<file path="src/hw/cpu_consts.svh">
`ifndef CPU_CONSTS_SVH
`define CPU_CONSTS_SVH

// Sizes
`define IMEM_WORDS 32
`define DMEM_WORDS 8
`define REG_COUNT  8
`define DWORD      32
`define NB_STATE   3

`define OP_RTYPE   6'h00
`define OP_ADDIU   6'h09
`define OP_LW      6'h23
`define OP_SW      6'h2b
`define OP_BEQ     6'h04
`define OP_HALT    6'h3f

// R-type function field, also used as ALU operation
`define FN_ADDU    6'h21
`define FN_SUBU    6'h23
`define FN_AND     6'h24
`define FN_OR      6'h25
`define FN_XOR     6'h26
`define FN_SLT     6'h2a

`define CMD_LOAD   8'h4c  // 'L'
`define CMD_RUN    8'h52  // 'R'
`define CMD_STEP   8'h53  // 'S'
`define CMD_DUMP   8'h44  // 'D'

`endif

</file>
<file path="src/hw/cpu_pkg.sv">
`include "cpu_consts.svh"

package cpu_pkg;

    typedef struct packed {
        logic [5:0] opcode;
        logic [4:0] rs;
        logic [4:0] rt;
        logic [4:0] rd;
        logic [4:0] shamt;
        logic [5:0] funct;
    } r_fmt_t;

    typedef struct packed {
        logic [5:0]  opcode;
        logic [4:0]  rs;
        logic [4:0]  rt;
        logic [15:0] imm;
    } i_fmt_t;

    // Same instruction word, two views
    typedef union packed {
        r_fmt_t r;
        i_fmt_t i;
    } instr_u;

    typedef struct packed {
        logic [5:0]        alu_op;   // Function code
        logic              alu_imm;  // Operand b is the immediate
        logic              reg_we;
        logic              mem_rd;
        logic              mem_wr;
        logic              branch;
        logic              halt;
        logic [4:0]        rd;
        logic [`DWORD-1:0] imm;
        logic [`DWORD-1:0] rs_val;
        logic [`DWORD-1:0] rt_val;
    } ctrl_t;

    typedef struct packed {
        logic [`DWORD-1:0] alu_result;
        logic [`DWORD-1:0] store_data;
        logic [`DWORD-1:0] next_pc;
        logic              reg_we;
        logic              mem_rd;
        logic              mem_wr;
        logic [4:0]        rd;
    } exec_t;

    typedef struct packed {
        logic              we;
        logic [4:0]        addr;
        logic [`DWORD-1:0] data;
    } wb_t;

    typedef enum logic [`NB_STATE-1:0] {
        IDLE,
        LOAD_COUNT,
        LOAD_BYTES,
        RUN,
        DUMP
    } du_state_e;

endpackage

</file>
<file path="src/hw/instr_decode.sv">
`timescale 1ns/1ns
`include "cpu_consts.svh"

module instr_decode
    import cpu_pkg::*;
(
    input  logic                           i_clock,
    input  logic                           i_arst_n,
    input  logic                           i_cpu_en,
    input  logic                           i_clear,
    input  logic                           i_im_we,
    input  logic [$clog2(`IMEM_WORDS)-1:0] i_im_addr,
    input  logic [`DWORD-1:0]              i_im_data,
    input  logic [`DWORD-1:0]              i_next_pc,
    input  wb_t                            i_wb,
    input  logic [$clog2(`REG_COUNT)-1:0]  i_dbg_reg_addr,
    output ctrl_t                          o_ctrl,
    output logic [`DWORD-1:0]              o_pc,
    output logic [`DWORD-1:0]              o_dbg_reg_data
);
    localparam int IM_AW = $clog2(`IMEM_WORDS);
    localparam int RF_AW = $clog2(`REG_COUNT);

    logic [`DWORD-1:0] pc_q;
    logic [`DWORD-1:0] imem [`IMEM_WORDS];
    logic [`DWORD-1:0] regs [`REG_COUNT];
    instr_u            instr;

    // Register 0 reads as zero
    function automatic logic [`DWORD-1:0] read_reg(input logic [RF_AW-1:0] idx);
        return (idx == '0) ? '0 : regs[idx];
    endfunction

    always_ff @(posedge i_clock or negedge i_arst_n) begin
        if (!i_arst_n) begin
            pc_q <= '0;
        end else if (i_clear) begin
            pc_q <= '0;
        end else if (i_cpu_en) begin
            pc_q <= i_next_pc;
        end
    end

    always_ff @(posedge i_clock) begin
        if (i_im_we) begin
            imem[i_im_addr] <= i_im_data;
        end
    end

    always_ff @(posedge i_clock or negedge i_arst_n) begin
        if (!i_arst_n) begin
            for (int k = 0; k < `REG_COUNT; k++) begin
                regs[k] <= '0;
            end
        end else if (i_clear) begin
            for (int k = 0; k < `REG_COUNT; k++) begin
                regs[k] <= '0;
            end
        end else if (i_cpu_en && i_wb.we) begin
            regs[i_wb.addr[RF_AW-1:0]] <= i_wb.data;
        end
    end

    assign instr          = imem[pc_q[IM_AW-1:0]];
    assign o_pc           = pc_q;
    assign o_dbg_reg_data = read_reg(i_dbg_reg_addr);

    always_comb begin
        o_ctrl        = '0;
        o_ctrl.imm    = {{(`DWORD-16){instr.i.imm[15]}}, instr.i.imm};
        o_ctrl.rs_val = read_reg(instr.r.rs[RF_AW-1:0]);
        o_ctrl.rt_val = read_reg(instr.r.rt[RF_AW-1:0]);
        o_ctrl.alu_op = `FN_ADDU;  // Address and ADDIU sums
        case (instr.r.opcode)
            `OP_RTYPE: begin
                o_ctrl.alu_op = instr.r.funct;
                o_ctrl.reg_we = 1'b1;
                o_ctrl.rd     = instr.r.rd;
            end
            `OP_ADDIU: begin
                o_ctrl.alu_imm = 1'b1;
                o_ctrl.reg_we  = 1'b1;
                o_ctrl.rd      = instr.i.rt;
            end
            `OP_LW: begin
                o_ctrl.alu_imm = 1'b1;
                o_ctrl.reg_we  = 1'b1;
                o_ctrl.mem_rd  = 1'b1;
                o_ctrl.rd      = instr.i.rt;
            end
            `OP_SW: begin
                o_ctrl.alu_imm = 1'b1;
                o_ctrl.mem_wr  = 1'b1;
            end
            `OP_BEQ: begin
                o_ctrl.alu_op = `FN_SUBU;
                o_ctrl.branch = 1'b1;
            end
            `OP_HALT: o_ctrl.halt = 1'b1;
            default: ;  // Unknown opcode is a no-op
        endcase
    end

endmodule

</file>
<file path="src/hw/alu_execute.sv">
`timescale 1ns/1ns
`include "cpu_consts.svh"

module alu_execute
    import cpu_pkg::*;
(
    input  logic              i_clock,
    input  logic              i_arst_n,
    input  logic              i_cpu_en,
    input  logic              i_clear,
    input  ctrl_t             i_ctrl,
    input  logic [`DWORD-1:0] i_pc,
    output exec_t             o_exec,
    output logic [`DWORD-1:0] o_next_pc,
    output logic              o_hlt
);
    logic [`DWORD-1:0] op_b;
    logic [`DWORD-1:0] alu_out;
    logic [`DWORD-1:0] pc_inc;
    logic              taken;
    logic              hlt_q;

    assign op_b = i_ctrl.alu_imm ? i_ctrl.imm : i_ctrl.rt_val;

    always_comb begin
        case (i_ctrl.alu_op)
            `FN_ADDU: alu_out = i_ctrl.rs_val + op_b;
            `FN_SUBU: alu_out = i_ctrl.rs_val - op_b;
            `FN_AND:  alu_out = i_ctrl.rs_val & op_b;
            `FN_OR:   alu_out = i_ctrl.rs_val | op_b;
            `FN_XOR:  alu_out = i_ctrl.rs_val ^ op_b;
            `FN_SLT:  alu_out = {{(`DWORD-1){1'b0}}, $signed(i_ctrl.rs_val) < $signed(op_b)};
            default:  alu_out = '0;
        endcase
    end

    // Branch offset counts words from PC + 1
    assign pc_inc    = i_pc + 1'b1;
    assign taken     = i_ctrl.branch && (i_ctrl.rs_val == i_ctrl.rt_val);
    assign o_next_pc = i_ctrl.halt ? i_pc : (taken ? pc_inc + i_ctrl.imm : pc_inc);

    always_ff @(posedge i_clock or negedge i_arst_n) begin
        if (!i_arst_n) begin
            hlt_q <= 1'b0;
        end else if (i_clear) begin
            hlt_q <= 1'b0;
        end else if (i_cpu_en && i_ctrl.halt) begin
            hlt_q <= 1'b1;
        end
    end

    assign o_hlt = hlt_q;

    always_comb begin
        o_exec.alu_result = alu_out;
        o_exec.store_data = i_ctrl.rt_val;
        o_exec.next_pc    = o_next_pc;
        o_exec.reg_we     = i_ctrl.reg_we;
        o_exec.mem_rd     = i_ctrl.mem_rd;
        o_exec.mem_wr     = i_ctrl.mem_wr;
        o_exec.rd         = i_ctrl.rd;
    end

endmodule

</file>
<file path="src/hw/mem_result.sv">
`timescale 1ns/1ns
`include "cpu_consts.svh"

module mem_result
    import cpu_pkg::*;
(
    input  logic                           i_clock,
    input  logic                           i_arst_n,
    input  logic                           i_cpu_en,
    input  logic                           i_clear,
    input  exec_t                          i_exec,
    input  logic [$clog2(`DMEM_WORDS)-1:0] i_dbg_mem_addr,
    output wb_t                            o_wb,
    output logic [`DWORD-1:0]              o_dbg_mem_data
);
    localparam int DM_AW = $clog2(`DMEM_WORDS);

    logic [`DWORD-1:0] dmem [`DMEM_WORDS];
    logic [DM_AW-1:0]  addr;

    assign addr = i_exec.alu_result[DM_AW-1:0];  // Word address, upper bits ignored

    always_ff @(posedge i_clock or negedge i_arst_n) begin
        if (!i_arst_n) begin
            for (int k = 0; k < `DMEM_WORDS; k++) begin
                dmem[k] <= '0;
            end
        end else if (i_clear) begin
            for (int k = 0; k < `DMEM_WORDS; k++) begin
                dmem[k] <= '0;
            end
        end else if (i_cpu_en && i_exec.mem_wr) begin
            dmem[addr] <= i_exec.store_data;
        end
    end

    assign o_dbg_mem_data = dmem[i_dbg_mem_addr];

    // Load data or ALU result back to the register file
    always_comb begin
        o_wb.we   = i_exec.reg_we;
        o_wb.addr = i_exec.rd;
        if (i_exec.mem_rd) begin
            o_wb.data = dmem[addr];
        end else begin
            o_wb.data = i_exec.alu_result;
        end
    end

endmodule

</file>
<file path="src/hw/debug_unit.sv">
`timescale 1ns/1ns
`include "cpu_consts.svh"

module debug_unit
    import cpu_pkg::*;
(
    input  logic                           i_clock,
    input  logic                           i_arst_n,
    input  logic                           i_rx_done,
    input  logic [7:0]                     i_rx_data,
    input  logic                           i_tx_done,
    input  logic                           i_hlt,
    input  logic [`DWORD-1:0]              i_pc,
    input  logic [`DWORD-1:0]              i_reg_data,
    input  logic [`DWORD-1:0]              i_mem_data,
    output logic                           o_tx_start,
    output logic [7:0]                     o_tx_data,
    output logic                           o_cpu_en,
    output logic                           o_clear,
    output logic                           o_im_we,
    output logic [$clog2(`IMEM_WORDS)-1:0] o_im_addr,
    output logic [`DWORD-1:0]              o_im_data,
    output logic [$clog2(`REG_COUNT)-1:0]  o_reg_addr,
    output logic [$clog2(`DMEM_WORDS)-1:0] o_mem_addr,
    output du_state_e                      o_state
);
    localparam int DUMP_BYTES = 4 * (1 + `REG_COUNT + `DMEM_WORDS);
    localparam int NB_DCNT    = $clog2(DUMP_BYTES);
    localparam int NB_WIDX    = NB_DCNT - 2;
    localparam int RF_AW      = $clog2(`REG_COUNT);
    localparam int DM_AW      = $clog2(`DMEM_WORDS);

    du_state_e          state;
    logic [7:0]         words_left;
    logic [1:0]         byte_sel;
    logic [`DWORD-1:0]  word_q;
    logic               step_req;  // Step byte seen last cycle
    logic               step_en;
    logic               tx_busy;   // Byte out, waiting for done
    logic [NB_DCNT-1:0] dump_cnt;
    logic [NB_WIDX-1:0] word_idx;
    logic [NB_WIDX-1:0] reg_idx;
    logic [NB_WIDX-1:0] mem_idx;
    logic [`DWORD-1:0]  dump_word;

    // Dump order: PC, registers, data memory
    assign word_idx   = dump_cnt[NB_DCNT-1:2];
    assign reg_idx    = word_idx - NB_WIDX'(1);
    assign mem_idx    = word_idx - NB_WIDX'(1 + `REG_COUNT);
    assign o_reg_addr = reg_idx[RF_AW-1:0];
    assign o_mem_addr = mem_idx[DM_AW-1:0];

    always_comb begin
        if (word_idx == '0) begin
            dump_word = i_pc;
        end else if (word_idx <= NB_WIDX'(`REG_COUNT)) begin
            dump_word = i_reg_data;
        end else begin
            dump_word = i_mem_data;
        end
    end

    assign o_cpu_en  = (step_en || state == RUN) && !i_hlt;
    assign o_im_data = word_q;
    assign o_state   = state;

    always_ff @(posedge i_clock or negedge i_arst_n) begin
        if (!i_arst_n) begin
            state      <= IDLE;
            words_left <= '0;
            byte_sel   <= '0;
            word_q     <= '0;
            o_im_addr  <= '0;
            o_im_we    <= 1'b0;
            o_clear    <= 1'b0;
            step_req   <= 1'b0;
            step_en    <= 1'b0;
            tx_busy    <= 1'b0;
            o_tx_start <= 1'b0;
            o_tx_data  <= '0;
            dump_cnt   <= '0;
        end else begin
            o_im_we    <= 1'b0;
            o_clear    <= 1'b0;
            o_tx_start <= 1'b0;
            step_req   <= 1'b0;
            step_en    <= step_req;
            if (o_im_we) begin
                o_im_addr <= o_im_addr + 1'b1;
            end
            case (state)
                IDLE: begin
                    if (i_rx_done) begin
                        case (i_rx_data)
                            `CMD_LOAD: state <= LOAD_COUNT;
                            `CMD_RUN:  state <= RUN;
                            `CMD_STEP: step_req <= 1'b1;
                            `CMD_DUMP: begin
                                state    <= DUMP;
                                dump_cnt <= '0;
                            end
                            default: ;
                        endcase
                    end
                end
                LOAD_COUNT: begin
                    if (i_rx_done) begin
                        words_left <= i_rx_data;
                        byte_sel   <= '0;
                        o_im_addr  <= '0;
                        if (i_rx_data == 8'd0) begin
                            state   <= IDLE;
                            o_clear <= 1'b1;
                        end else begin
                            state <= LOAD_BYTES;
                        end
                    end
                end
                LOAD_BYTES: begin
                    if (i_rx_done) begin
                        word_q   <= {word_q[`DWORD-9:0], i_rx_data};  // MSB first
                        byte_sel <= byte_sel + 1'b1;
                        if (byte_sel == 2'd3) begin
                            o_im_we    <= 1'b1;
                            words_left <= words_left - 1'b1;
                            if (words_left == 8'd1) begin
                                state   <= IDLE;
                                o_clear <= 1'b1;
                            end
                        end
                    end
                end
                RUN: begin
                    if (i_hlt) begin
                        state <= IDLE;
                    end
                end
                DUMP: begin
                    if (!tx_busy) begin
                        o_tx_start <= 1'b1;
                        o_tx_data  <= dump_word[{~dump_cnt[1:0], 3'b000} +: 8];
                        tx_busy    <= 1'b1;
                    end else if (i_tx_done) begin
                        tx_busy <= 1'b0;
                        if (dump_cnt == NB_DCNT'(DUMP_BYTES - 1)) begin
                            state <= IDLE;
                        end else begin
                            dump_cnt <= dump_cnt + 1'b1;
                        end
                    end
                end
                default: state <= IDLE;
            endcase
        end
    end

endmodule

</file>
<file path="src/hw/cpu_top.sv">
`timescale 1ns/1ns
`include "cpu_consts.svh"

module cpu_top
    import cpu_pkg::*;
(
    input  logic       i_clock,
    input  logic       i_arst_n,
    input  logic       i_rx_done,
    input  logic [7:0] i_rx_data,
    output logic       o_tx_start,
    output logic [7:0] o_tx_data,
    output logic       o_hlt,
    output du_state_e  o_state,
    input  logic       i_tx_done
);
    localparam int IM_AW = $clog2(`IMEM_WORDS);
    localparam int RF_AW = $clog2(`REG_COUNT);
    localparam int DM_AW = $clog2(`DMEM_WORDS);

    logic              cpu_en;
    logic              clear;
    logic              im_we;
    logic [IM_AW-1:0]  im_addr;
    logic [`DWORD-1:0] im_data;
    logic [RF_AW-1:0]  dbg_reg_addr;
    logic [DM_AW-1:0]  dbg_mem_addr;
    logic [`DWORD-1:0] dbg_reg_data;
    logic [`DWORD-1:0] dbg_mem_data;
    logic [`DWORD-1:0] pc;
    logic [`DWORD-1:0] next_pc;
    ctrl_t             ctrl;
    exec_t             exec_res;
    wb_t               wb;

    debug_unit u_debug_unit (
        .i_clock    (i_clock),
        .i_arst_n   (i_arst_n),
        .i_rx_done  (i_rx_done),
        .i_rx_data  (i_rx_data),
        .i_tx_done  (i_tx_done),
        .i_hlt      (o_hlt),
        .i_pc       (pc),
        .i_reg_data (dbg_reg_data),
        .i_mem_data (dbg_mem_data),
        .o_tx_start (o_tx_start),
        .o_tx_data  (o_tx_data),
        .o_cpu_en   (cpu_en),
        .o_clear    (clear),
        .o_im_we    (im_we),
        .o_im_addr  (im_addr),
        .o_im_data  (im_data),
        .o_reg_addr (dbg_reg_addr),
        .o_mem_addr (dbg_mem_addr),
        .o_state    (o_state)
    );

    instr_decode u_instr_decode (
        .i_clock        (i_clock),
        .i_arst_n       (i_arst_n),
        .i_cpu_en       (cpu_en),
        .i_clear        (clear),
        .i_im_we        (im_we),
        .i_im_addr      (im_addr),
        .i_im_data      (im_data),
        .i_next_pc      (next_pc),
        .i_wb           (wb),
        .i_dbg_reg_addr (dbg_reg_addr),
        .o_ctrl         (ctrl),
        .o_pc           (pc),
        .o_dbg_reg_data (dbg_reg_data)
    );

    alu_execute u_alu_execute (
        .i_clock   (i_clock),
        .i_arst_n  (i_arst_n),
        .i_cpu_en  (cpu_en),
        .i_clear   (clear),
        .i_ctrl    (ctrl),
        .i_pc      (pc),
        .o_exec    (exec_res),
        .o_next_pc (next_pc),
        .o_hlt     (o_hlt)
    );

    mem_result u_mem_result (
        .i_clock        (i_clock),
        .i_arst_n       (i_arst_n),
        .i_cpu_en       (cpu_en),
        .i_clear        (clear),
        .i_exec         (exec_res),
        .i_dbg_mem_addr (dbg_mem_addr),
        .o_wb           (wb),
        .o_dbg_mem_data (dbg_mem_data)
    );

endmodule

</file>
<file path="config.mk">
export PLATFORM = sky130hd
export DESIGN_NAME = cpu_top
export DESIGN_NICKNAME = d
export VERILOG_FILES = /design/src/hw/cpu_pkg.sv /design/src/hw/instr_decode.sv /design/src/hw/alu_execute.sv /design/src/hw/mem_result.sv /design/src/hw/debug_unit.sv /design/src/hw/cpu_top.sv
export VERILOG_INCLUDE_DIRS = /design/src /design/src/hw
export SDC_FILE = /design/constraint.sdc
export NUM_CORES = 2
export LEC_CHECK = 0
export BUFFER_PORTS_ARGS = -buffer_cell sky130_fd_sc_hd__buf_2
export CORE_MARGIN = 1.5
export CORE_UTILIZATION = 35
export CTS_BUF_LIST = sky130_fd_sc_hd__clkbuf_4 sky130_fd_sc_hd__clkbuf_8
export CTS_CLUSTER_SIZE = 25
export DETAILED_ROUTE_END_ITERATION = 6
export GPL_ROUTABILITY_DRIVEN = 0
export PLACE_DENSITY_LB_ADDON = 0.2
export SYNTH_ARGS = -nofsm -noshare
export SYNTH_HDL_FRONTEND = slang
export SYNTH_SLANG_ARGS = --single-unit
</file>
<file path="constraint.sdc">
create_clock -name i_clock -period 9.7 [get_ports i_clock]
set_clock_uncertainty 0.05 [all_clocks]
set_input_delay 0.485 -clock i_clock [delete_from_list [all_inputs] [get_ports i_clock]]
set_output_delay 0.485 -clock i_clock [all_outputs]
set_load 0.05 [all_outputs]
</file>
# ---- Word-level counts from Yosys, hierarchy flattened
# Memories as Yosys holds them, arrays and structs flattened.
# Index checks and enable logic that the tools add are counted.
dict set report word_totals {
  register_bits 616
  latch_bits 0
  mem_bits_rw 1024
  romBits 0
  inputBits 12
  out_inout_bits 13
  elab_cells 225
  n_memories 1
}
dict set report classes {
  addsub 10
  multipliers 0
  div_mod_pow 0
  n_lt_le_gt_ge 10
  eq_ne 36
  shift 1
  n_mux 93
  n_bitwise 11
  n_reduce_logical 32
}
# memory depth word_bits rd rd_clocked_by_memory_dff write_ports line
set mem_list {}
lappend mem_list {u_instr_decode.imem 32 32 1 0 1 instr_decode.sv:25} ;# logic [`DWORD-1:0] imem [`IMEM_WORDS];
# cell count
set ops {}
lappend ops {{$mux 256} 4}
lappend ops {{$mux 32} 23}
lappend ops {{$bwmux 256} 2}
lappend ops {{$bmux 32 s3} 5}
lappend ops {{$demux 32 s3} 2}
lappend ops {{$pmux 32 s6} 1}
lappend ops {{$add 32x32->32} 2}
lappend ops {{$eq 6x6->1 const B} 9}
lappend ops {{$mux 7} 5}
lappend ops {{$add 32x1->32 const B} 1}
lappend ops {{$and 32x32->32} 1}
lappend ops {{$eq 32x32->1} 1}
lappend ops {{$eq 8x7->1 const B} 4}
lappend ops {{$lt 32x32->1} 1}
lappend ops {{$or 32x32->32} 1}
lappend ops {{$shiftx 32x6->8} 1}
lappend ops {{$sub 32x32->32} 1}
lappend ops {{$xor 32x32->32} 1}
lappend ops {{$mux 3} 9}
lappend ops {{$mux 1} 25}
lappend ops {{$ge 4x4->1 const B} 6}
lappend ops {{$mux 8} 3}
lappend ops {{$not 3->4} 6}
lappend ops {{$pmux 8 s2} 1}
lappend ops {{other kinds (44)} 78}

# ---- Longest topological paths before layout
# An unclocked memory read counts as a cell.
dict set report logic_depth {
  depth_word 17
  ltp_mapped 33
  ltp_nobuf 24
}

# ---- Modules after synthesis
# A second synthesis with hierarchy kept.
dict set report hier_totals {
  cells_unflattened 6439
  area_unflattened_um2 79890.4
}
# module n_inst cells_per_inst area_per_inst_um2
set by_module_without_submodules {}
lappend by_module_without_submodules {instr_decode 1 3200 52554.2}
lappend by_module_without_submodules {mem_result 1 1485 14390.1}
lappend by_module_without_submodules {alu_execute 1 1322 8963.6}
lappend by_module_without_submodules {debug_unit 1 432 3982.6}

# ---- Worst setup path after synthesis
# OpenSTA, ideal clock, no wires.
dict set report synth_path {
  kind {register to register}
  from {reg u_instr_decode.pc_q[0], in the netlist u_instr_decode.o_pc[0]}
  to {reg u_mem_result.dmem[222] (netlist bit)}
  arrival_ps 7926
  setup_slack_ps 1603
  stages_incl_launch_ff 31
  n_path_buf 12
  period_less_slack_ps 8097
  path_cell_list {dfrtp_1 buf_6 buf_6 buf_6 buf_2 buf_1 buf_1 buf_2 buf_1 mux4_2 mux4_2 mux2_2 nor2_1 nor2_1 ha_1 clkbuf_1 inv_1 a21oi_1 o211ai_1 a31oi_1 a31oi_1 a221o_1 a31oi_1 o211ai_1 and2_1 buf_2 nor4_2 nor2_1 clkbuf_1 clkbuf_1 a22o_1}
}
dict set report synth_via {
  elab_chain_len 17
}
# element line
set synth_rtl {}
lappend synth_rtl {{start, declared} instr_decode.sv:24} ;# logic [`DWORD-1:0] pc_q;
lappend synth_rtl {{start signal, assigned} instr_decode.sv:40} ;# pc_q <= i_next_pc;
lappend synth_rtl {{$mem_v2 32x32 (*)} -}
lappend synth_rtl {{$not 3->4 (not written as such)} instr_decode.sv:31} ;# return (idx == '0) ? '0 : regs[idx];
lappend synth_rtl {{$bmux 32 s3} instr_decode.sv:31}
lappend synth_rtl {{$mux 32 (not written as such) (2 in series)} instr_decode.sv:31}
lappend synth_rtl {{$mux 32} instr_decode.sv:31}
lappend synth_rtl {{$mux 32} alu_execute.sv:23} ;# assign op_b = i_ctrl.alu_imm ? i_ctrl.imm : i_ctrl.rt_val;
lappend synth_rtl {{$sub 32x32->32, or another cell as far along} alu_execute.sv:28} ;# `FN_SUBU: alu_out = i_ctrl.rs_val - op_b;
lappend synth_rtl {{$pmux 32 s6} alu_execute.sv:26} ;# case (i_ctrl.alu_op)
lappend synth_rtl {{$not 3->4 (not written as such)} mem_result.sv:33} ;# dmem[addr] <= i_exec.store_data;
lappend synth_rtl {{$ge 4x4->1 (not written as such) / $lt 4x1->1 (equally long branches)} mem_result.sv:33}
lappend synth_rtl {{$logic_and 1x1->1 (not written as such)} mem_result.sv:33}
lappend synth_rtl {{$mux 32 (not written as such)} mem_result.sv:33}
lappend synth_rtl {{$demux 32 s3} mem_result.sv:33}
lappend synth_rtl {{$bwmux 256} mem_result.sv:33}
lappend synth_rtl {{$mux 256} mem_result.sv:32} ;# end else if (i_cpu_en && i_exec.mem_wr) begin
lappend synth_rtl {{$mux 256} mem_result.sv:28} ;# end else if (i_clear) begin
lappend synth_rtl {{end signal, assigned by index} mem_result.sv:33}
lappend synth_rtl {{end, declared} mem_result.sv:18} ;# logic [`DWORD-1:0] dmem [`DMEM_WORDS];
# Mark *: on every way between the ends. The rest lies on a longest branch, timed or not. The select of a mux whose other input is x is not followed.
# A chain may end at the register's enable or synchronous reset.

# ---- Worst setup path after layout
dict set report layout_path {
  from {reg u_instr_decode.pc_q[0], in the netlist u_instr_decode.o_pc[0]}
  to {reg u_instr_decode.regs[251] (netlist bit)}
}
dict set report layout_via {
  elab_chain_len 17
}
# element line
set layout_rtl {}
lappend layout_rtl {{$mem_v2 32x32 (*)} -}
lappend layout_rtl {{$not 3->4 (not written as such)} instr_decode.sv:31}
lappend layout_rtl {{$bmux 32 s3} instr_decode.sv:31}
lappend layout_rtl {{$mux 32 (not written as such) (2 in series)} instr_decode.sv:31}
lappend layout_rtl {{$mux 32} instr_decode.sv:31}
lappend layout_rtl {{$mux 32} alu_execute.sv:23}
lappend layout_rtl {{$sub 32x32->32, or another cell as far along} alu_execute.sv:28}
lappend layout_rtl {{$pmux 32 s6} alu_execute.sv:26}
lappend layout_rtl {{$not 3->4 (not written as such)} mem_result.sv:44} ;# o_wb.data = dmem[addr];
lappend layout_rtl {{$bmux 32 s3} mem_result.sv:44}
lappend layout_rtl {{$mux 32 (not written as such) (2 in series)} mem_result.sv:44}
lappend layout_rtl {{$mux 32} mem_result.sv:43} ;# if (i_exec.mem_rd) begin
lappend layout_rtl {{$bwmux 256} instr_decode.sv:60} ;# regs[i_wb.addr[RF_AW-1:0]] <= i_wb.data;
lappend layout_rtl {{$mux 256} instr_decode.sv:59} ;# end else if (i_cpu_en && i_wb.we) begin
lappend layout_rtl {{$mux 256} instr_decode.sv:55} ;# end else if (i_clear) begin
lappend layout_rtl {{end signal, assigned by index} instr_decode.sv:60}
lappend layout_rtl {{end, declared} instr_decode.sv:26} ;# logic [`DWORD-1:0] regs [`REG_COUNT];
# Marks and branches as above.

==> flow_metrics.py <==
metrics = {
    "status": {
        "status": "finished, final reports clean",
    },
    "detailed_routing": {
        "antenna_left": 0,
        "num_vias": 57610,
        "first_iter_violations": 7431,
        "wire_per_inst_um": 31.58,
        "routed_wl_um": 294900,
        "drc": 0,
        "vias_per_cell": 6.169,
        "drt_pass1_iterations": 7,
    },
    "worst_setup_path": {
        "critical-path-top-delay-family": "compound AO/OA/AOI/OAI gates",
        "crit_fanout": 41,
        "critPathSlowestCell": "dfrtp_4",
        "crit_start": "u_instr_decode.o_pc[0]",
        "critical_path_buf_inv_count": 3,
        "r2r_start": "u_instr_decode.o_pc[0]",
        "cp-start-kind": "flop",
        "max_stage_delay_ps": 820,
        "endpoint_kind": "flop",
        "path_class": "reg -> reg",
        "required_ps": 10550,
        "crit_arrival_ps": 10140,
    },
    "clock_network": {
        "cts-root-buf": "clkbuf_8",
        "clock-sinks": 1510,
        "cts_max_level": 5,
        "insertion_delay_ps": 1080,
        "cts_buffer_depth": 4,
        "cts_setup_buffers": 0,
        "clk_pin_slew_ps": 60,
        "cts_tree": "done",
        "cts_buffers": 283,
    },
    "power": {
        "power_w": 0.01415,
        "vdd_drop_max_v": 0.0002605,
        "p_leak_nw": 30.04,
        "power_density_nw_per_um2": 160.6,
    },
    "synth": {
        "synth_top_cell_area_share": 0.3471,
        "async_reset_ff_frac": 0.4066,
        "synth-edff-count": 896,
        "synth_cells": 6006,
        "synth.distinct_cells": 100,
        "yosys.area.top_type": "edfxtp_1",
        "ys_top_cells_by_area": "edfxtp_1 (35%), dfrtp_1 (20%), mux4_2 (12%)",
        "synth-seq-cells": 1510,
        "ys_warn_count": 0,
        "synthFlopType": "edfxtp_1",
        "synth_nets": 6160,
        "seq_area_frac_synth": 0.5453,
        "avgSynthCellArea_um2": 12.91,
        "syn_area_um2": 77520,
    },
    "place": {
        "portBuffers": 24,
        "dp_hpwl_um": 184800,
        "dp_cells": 8843,
        "placed_area_um2": 82420,
    },
    "timing": {
        "fmax_ghz": 0.1077,
        "relSlewSlack": 0.02496,
        "min_period_ps": 9287,
        "worst_pin_slew_ps": 1457,
        "period_share": 0.9574,
        "setup_viol": 0,
        "setup_tns_ps": 0,
        "hold_violations": 0,
        "slew_violations": 0,
        "rsz0062_at_grt": "no",
    },
    "hold_path": {
        "min_path_type": "in -> async",
    },
    "layout": {
        "fin_nets": 6337,
        "register_area_um2": 42300,
        "post-route-util": 0.4006,
        "multiInputGateArea_um2": 33080,
        "drive_gt1_frac": 0.2242,
        "final_cells": 9339,
        "nFillCells": 20778,
        "syn_to_final_growth_pct": 13.66,
        "finalInstanceArea_um2": 88110,
    },
    "floorplan": {
        "start_util": 0.3524,
        "dieArea_um2": 224300,
        "die_height_um": 473.6,
        "io_pins": 25,
        "rows": 172,
        "die_w_um": 473.6,
        "core_region_area_um2": 219900,
    },
    "global_route": {
        "grt_pass1_wl_um": 420300,
        "grt_pass1_vias": 56708,
        "antenna_found_initial": 15,
        "grt_max_degree": 147,
        "grt_usage": 0.2586,
        "grt.overflow.total": 0,
    },
    "job": {
        "maxCapViolCount": 0,
    },
}
metal layers:
metal / wire length [µm] / GRT usage / up-vias / share of wire
li1: - / - / 23860 / -
met1: 122200 / 0.3554 / 29877 / 0.41
met2: 131300 / 0.3892 / 3162 / 0.45
met3: 26830 / 0.05756 / 703 / 0.091
met4: 14490 / 0.1178 / 8 / 0.049
met5: 81 / 0 / - / 0.00027
path summary, 6_finish.rpt:
kind	end	slack (ps)	depth (start not counted)
hold / removal	u_mem_result.dmem[219]	40	2
setup reg to reg	u_instr_decode.regs[251]	410	25
max in group asynchronous	u_instr_decode.regs[102]	7190	4
setup / recovery	u_instr_decode.regs[251]	410	25
hold reg to reg	u_debug_unit.step_en	300	0
min in group i_clock	u_debug_unit.o_im_data[1]	240	3
cells in the final DEF (no fill, tap or decap), types with 46 or more instances in the layout:
master,n
a22o_1,273
dfrtp_1,605
a21oi_1,208
inv_1,187
nand3_1,76
nand4_1,119
o2111ai_1,52
a211oi_1,56
nor2_1,248
edfxtp_1,896
o31ai_1,57
a31oi_1,86
mux2_2,78
mux2i_1,244
nor3_1,64
clkbuf_4,95
nand2_1,564
and3_1,51
mux4_2,423
buf_4,278
o21ai_0,333
clkbuf_8,321
a21o_1,46
ha_1,138
report_power, final:
part | total, W | switching (W) | internal [W]
clock network | 0.00624 | 0.00276 | 0.00348
logic | 0.00107 | 0.000680 | 0.000392
registers | 0.00684 | 0.0000731 | 0.00677
logic make-up (layout without fill, tap and decap cells):
logic type      count (synthesis)  after routing  synth area share
compound gates               1493           1493            0.1352
xor+xnor                       83             83          0.009378
fa+ha+maj                     142            142           0.02321
buf+inv                       635           1003           0.03472
flops                        1510           1510            0.5453
mux                           748            748            0.1662
other cells                     0              7                 0
simple gates                 1395           1395           0.08597
per-stage QoR:
step                hold slack, ps  setup slack (ps)
floorplan                    139.4              1603
global placement             287.4             634.3
detailed placement           289.6             654.2
CTS                          11.69             618.4
global route                 49.21             29.87
finish                       42.22             413.5
timing repair:
| item | CTS | global route |
|---|---|---|
| endpoints found under the hold margin | 104 | 0 |
| hold buffers | 13 | 0 |
| resized for setup | 0 | 0 |
| endpoints found under the setup margin | 0 | 0 |
worst reg2reg max path: stages (launching register included):
cell and delay (ps):
dfrtp_4 820, buf_12 400, mux4_2 580, mux4_2 540, nor3_1 300, nor2_1 140, or2_2 340, o21bai_1 370
and2_1 280, buf_4 220, nand2_1 90, a21boi_0 560, inv_1 170, ha_1 250, o21ba_2 260, o21bai_1 100
a21oi_1 170, o21ai_0 240, a311oi_1 600, o31ai_1 240, a311oi_1 690, o31ai_1 230, a21o_1 220, a221oi_1 320
o2111ai_1 530, a32o_1 460
registers in the layout, summed over array words and instances (netlist names), 7 cells and up:
name and flops:
u_instr_decode.regs 256, u_mem_result.dmem 256, u_debug_unit.words_left 8, u_instr_decode.o_pc 32
u_debug_unit.dump_cnt 7, u_debug_unit.o_tx_data 8, u_instr_decode.imem 896, u_debug_unit.o_im_data 30
cell usage after synthesis (33+ instances only):
library cell	instances
o31ai_1	58
edfxtp_1	896
a31oi_1	90
o2111ai_1	52
nor2_1	283
o211ai_1	35
mux2i_1	244
nand2_1	565
inv_1	188
buf_2	105
mux2_2	78
a211oi_1	56
xnor2_1	45
a22o_1	273
nand3_1	77
o21ai_0	334
and3_1	52
nand2b_1	33
clkbuf_1	241
a21oi_1	213
a21o_1	46
ha_1	139
nor3_1	77
mux4_2	423
nand4_1	119
xor2_1	38
dfrtp_1	614
buf_1	62
area by class of cell:
class / count / share of cell area
Antenna cell: 7 / 0.0001988
Sequential cell: 1510 / 0.4801
Inverter: 192 / 0.008179
Tap cell: 2958 / 0.04201
Clock inverter: 60 / 0.004672
Multi-Input combinational cell: 3861 / 0.3754
Clock buffer: 416 / 0.05824
Timing Repair Buffer: 335 / 0.03118
No activity file was read; power rests on OpenSTA's default activity.
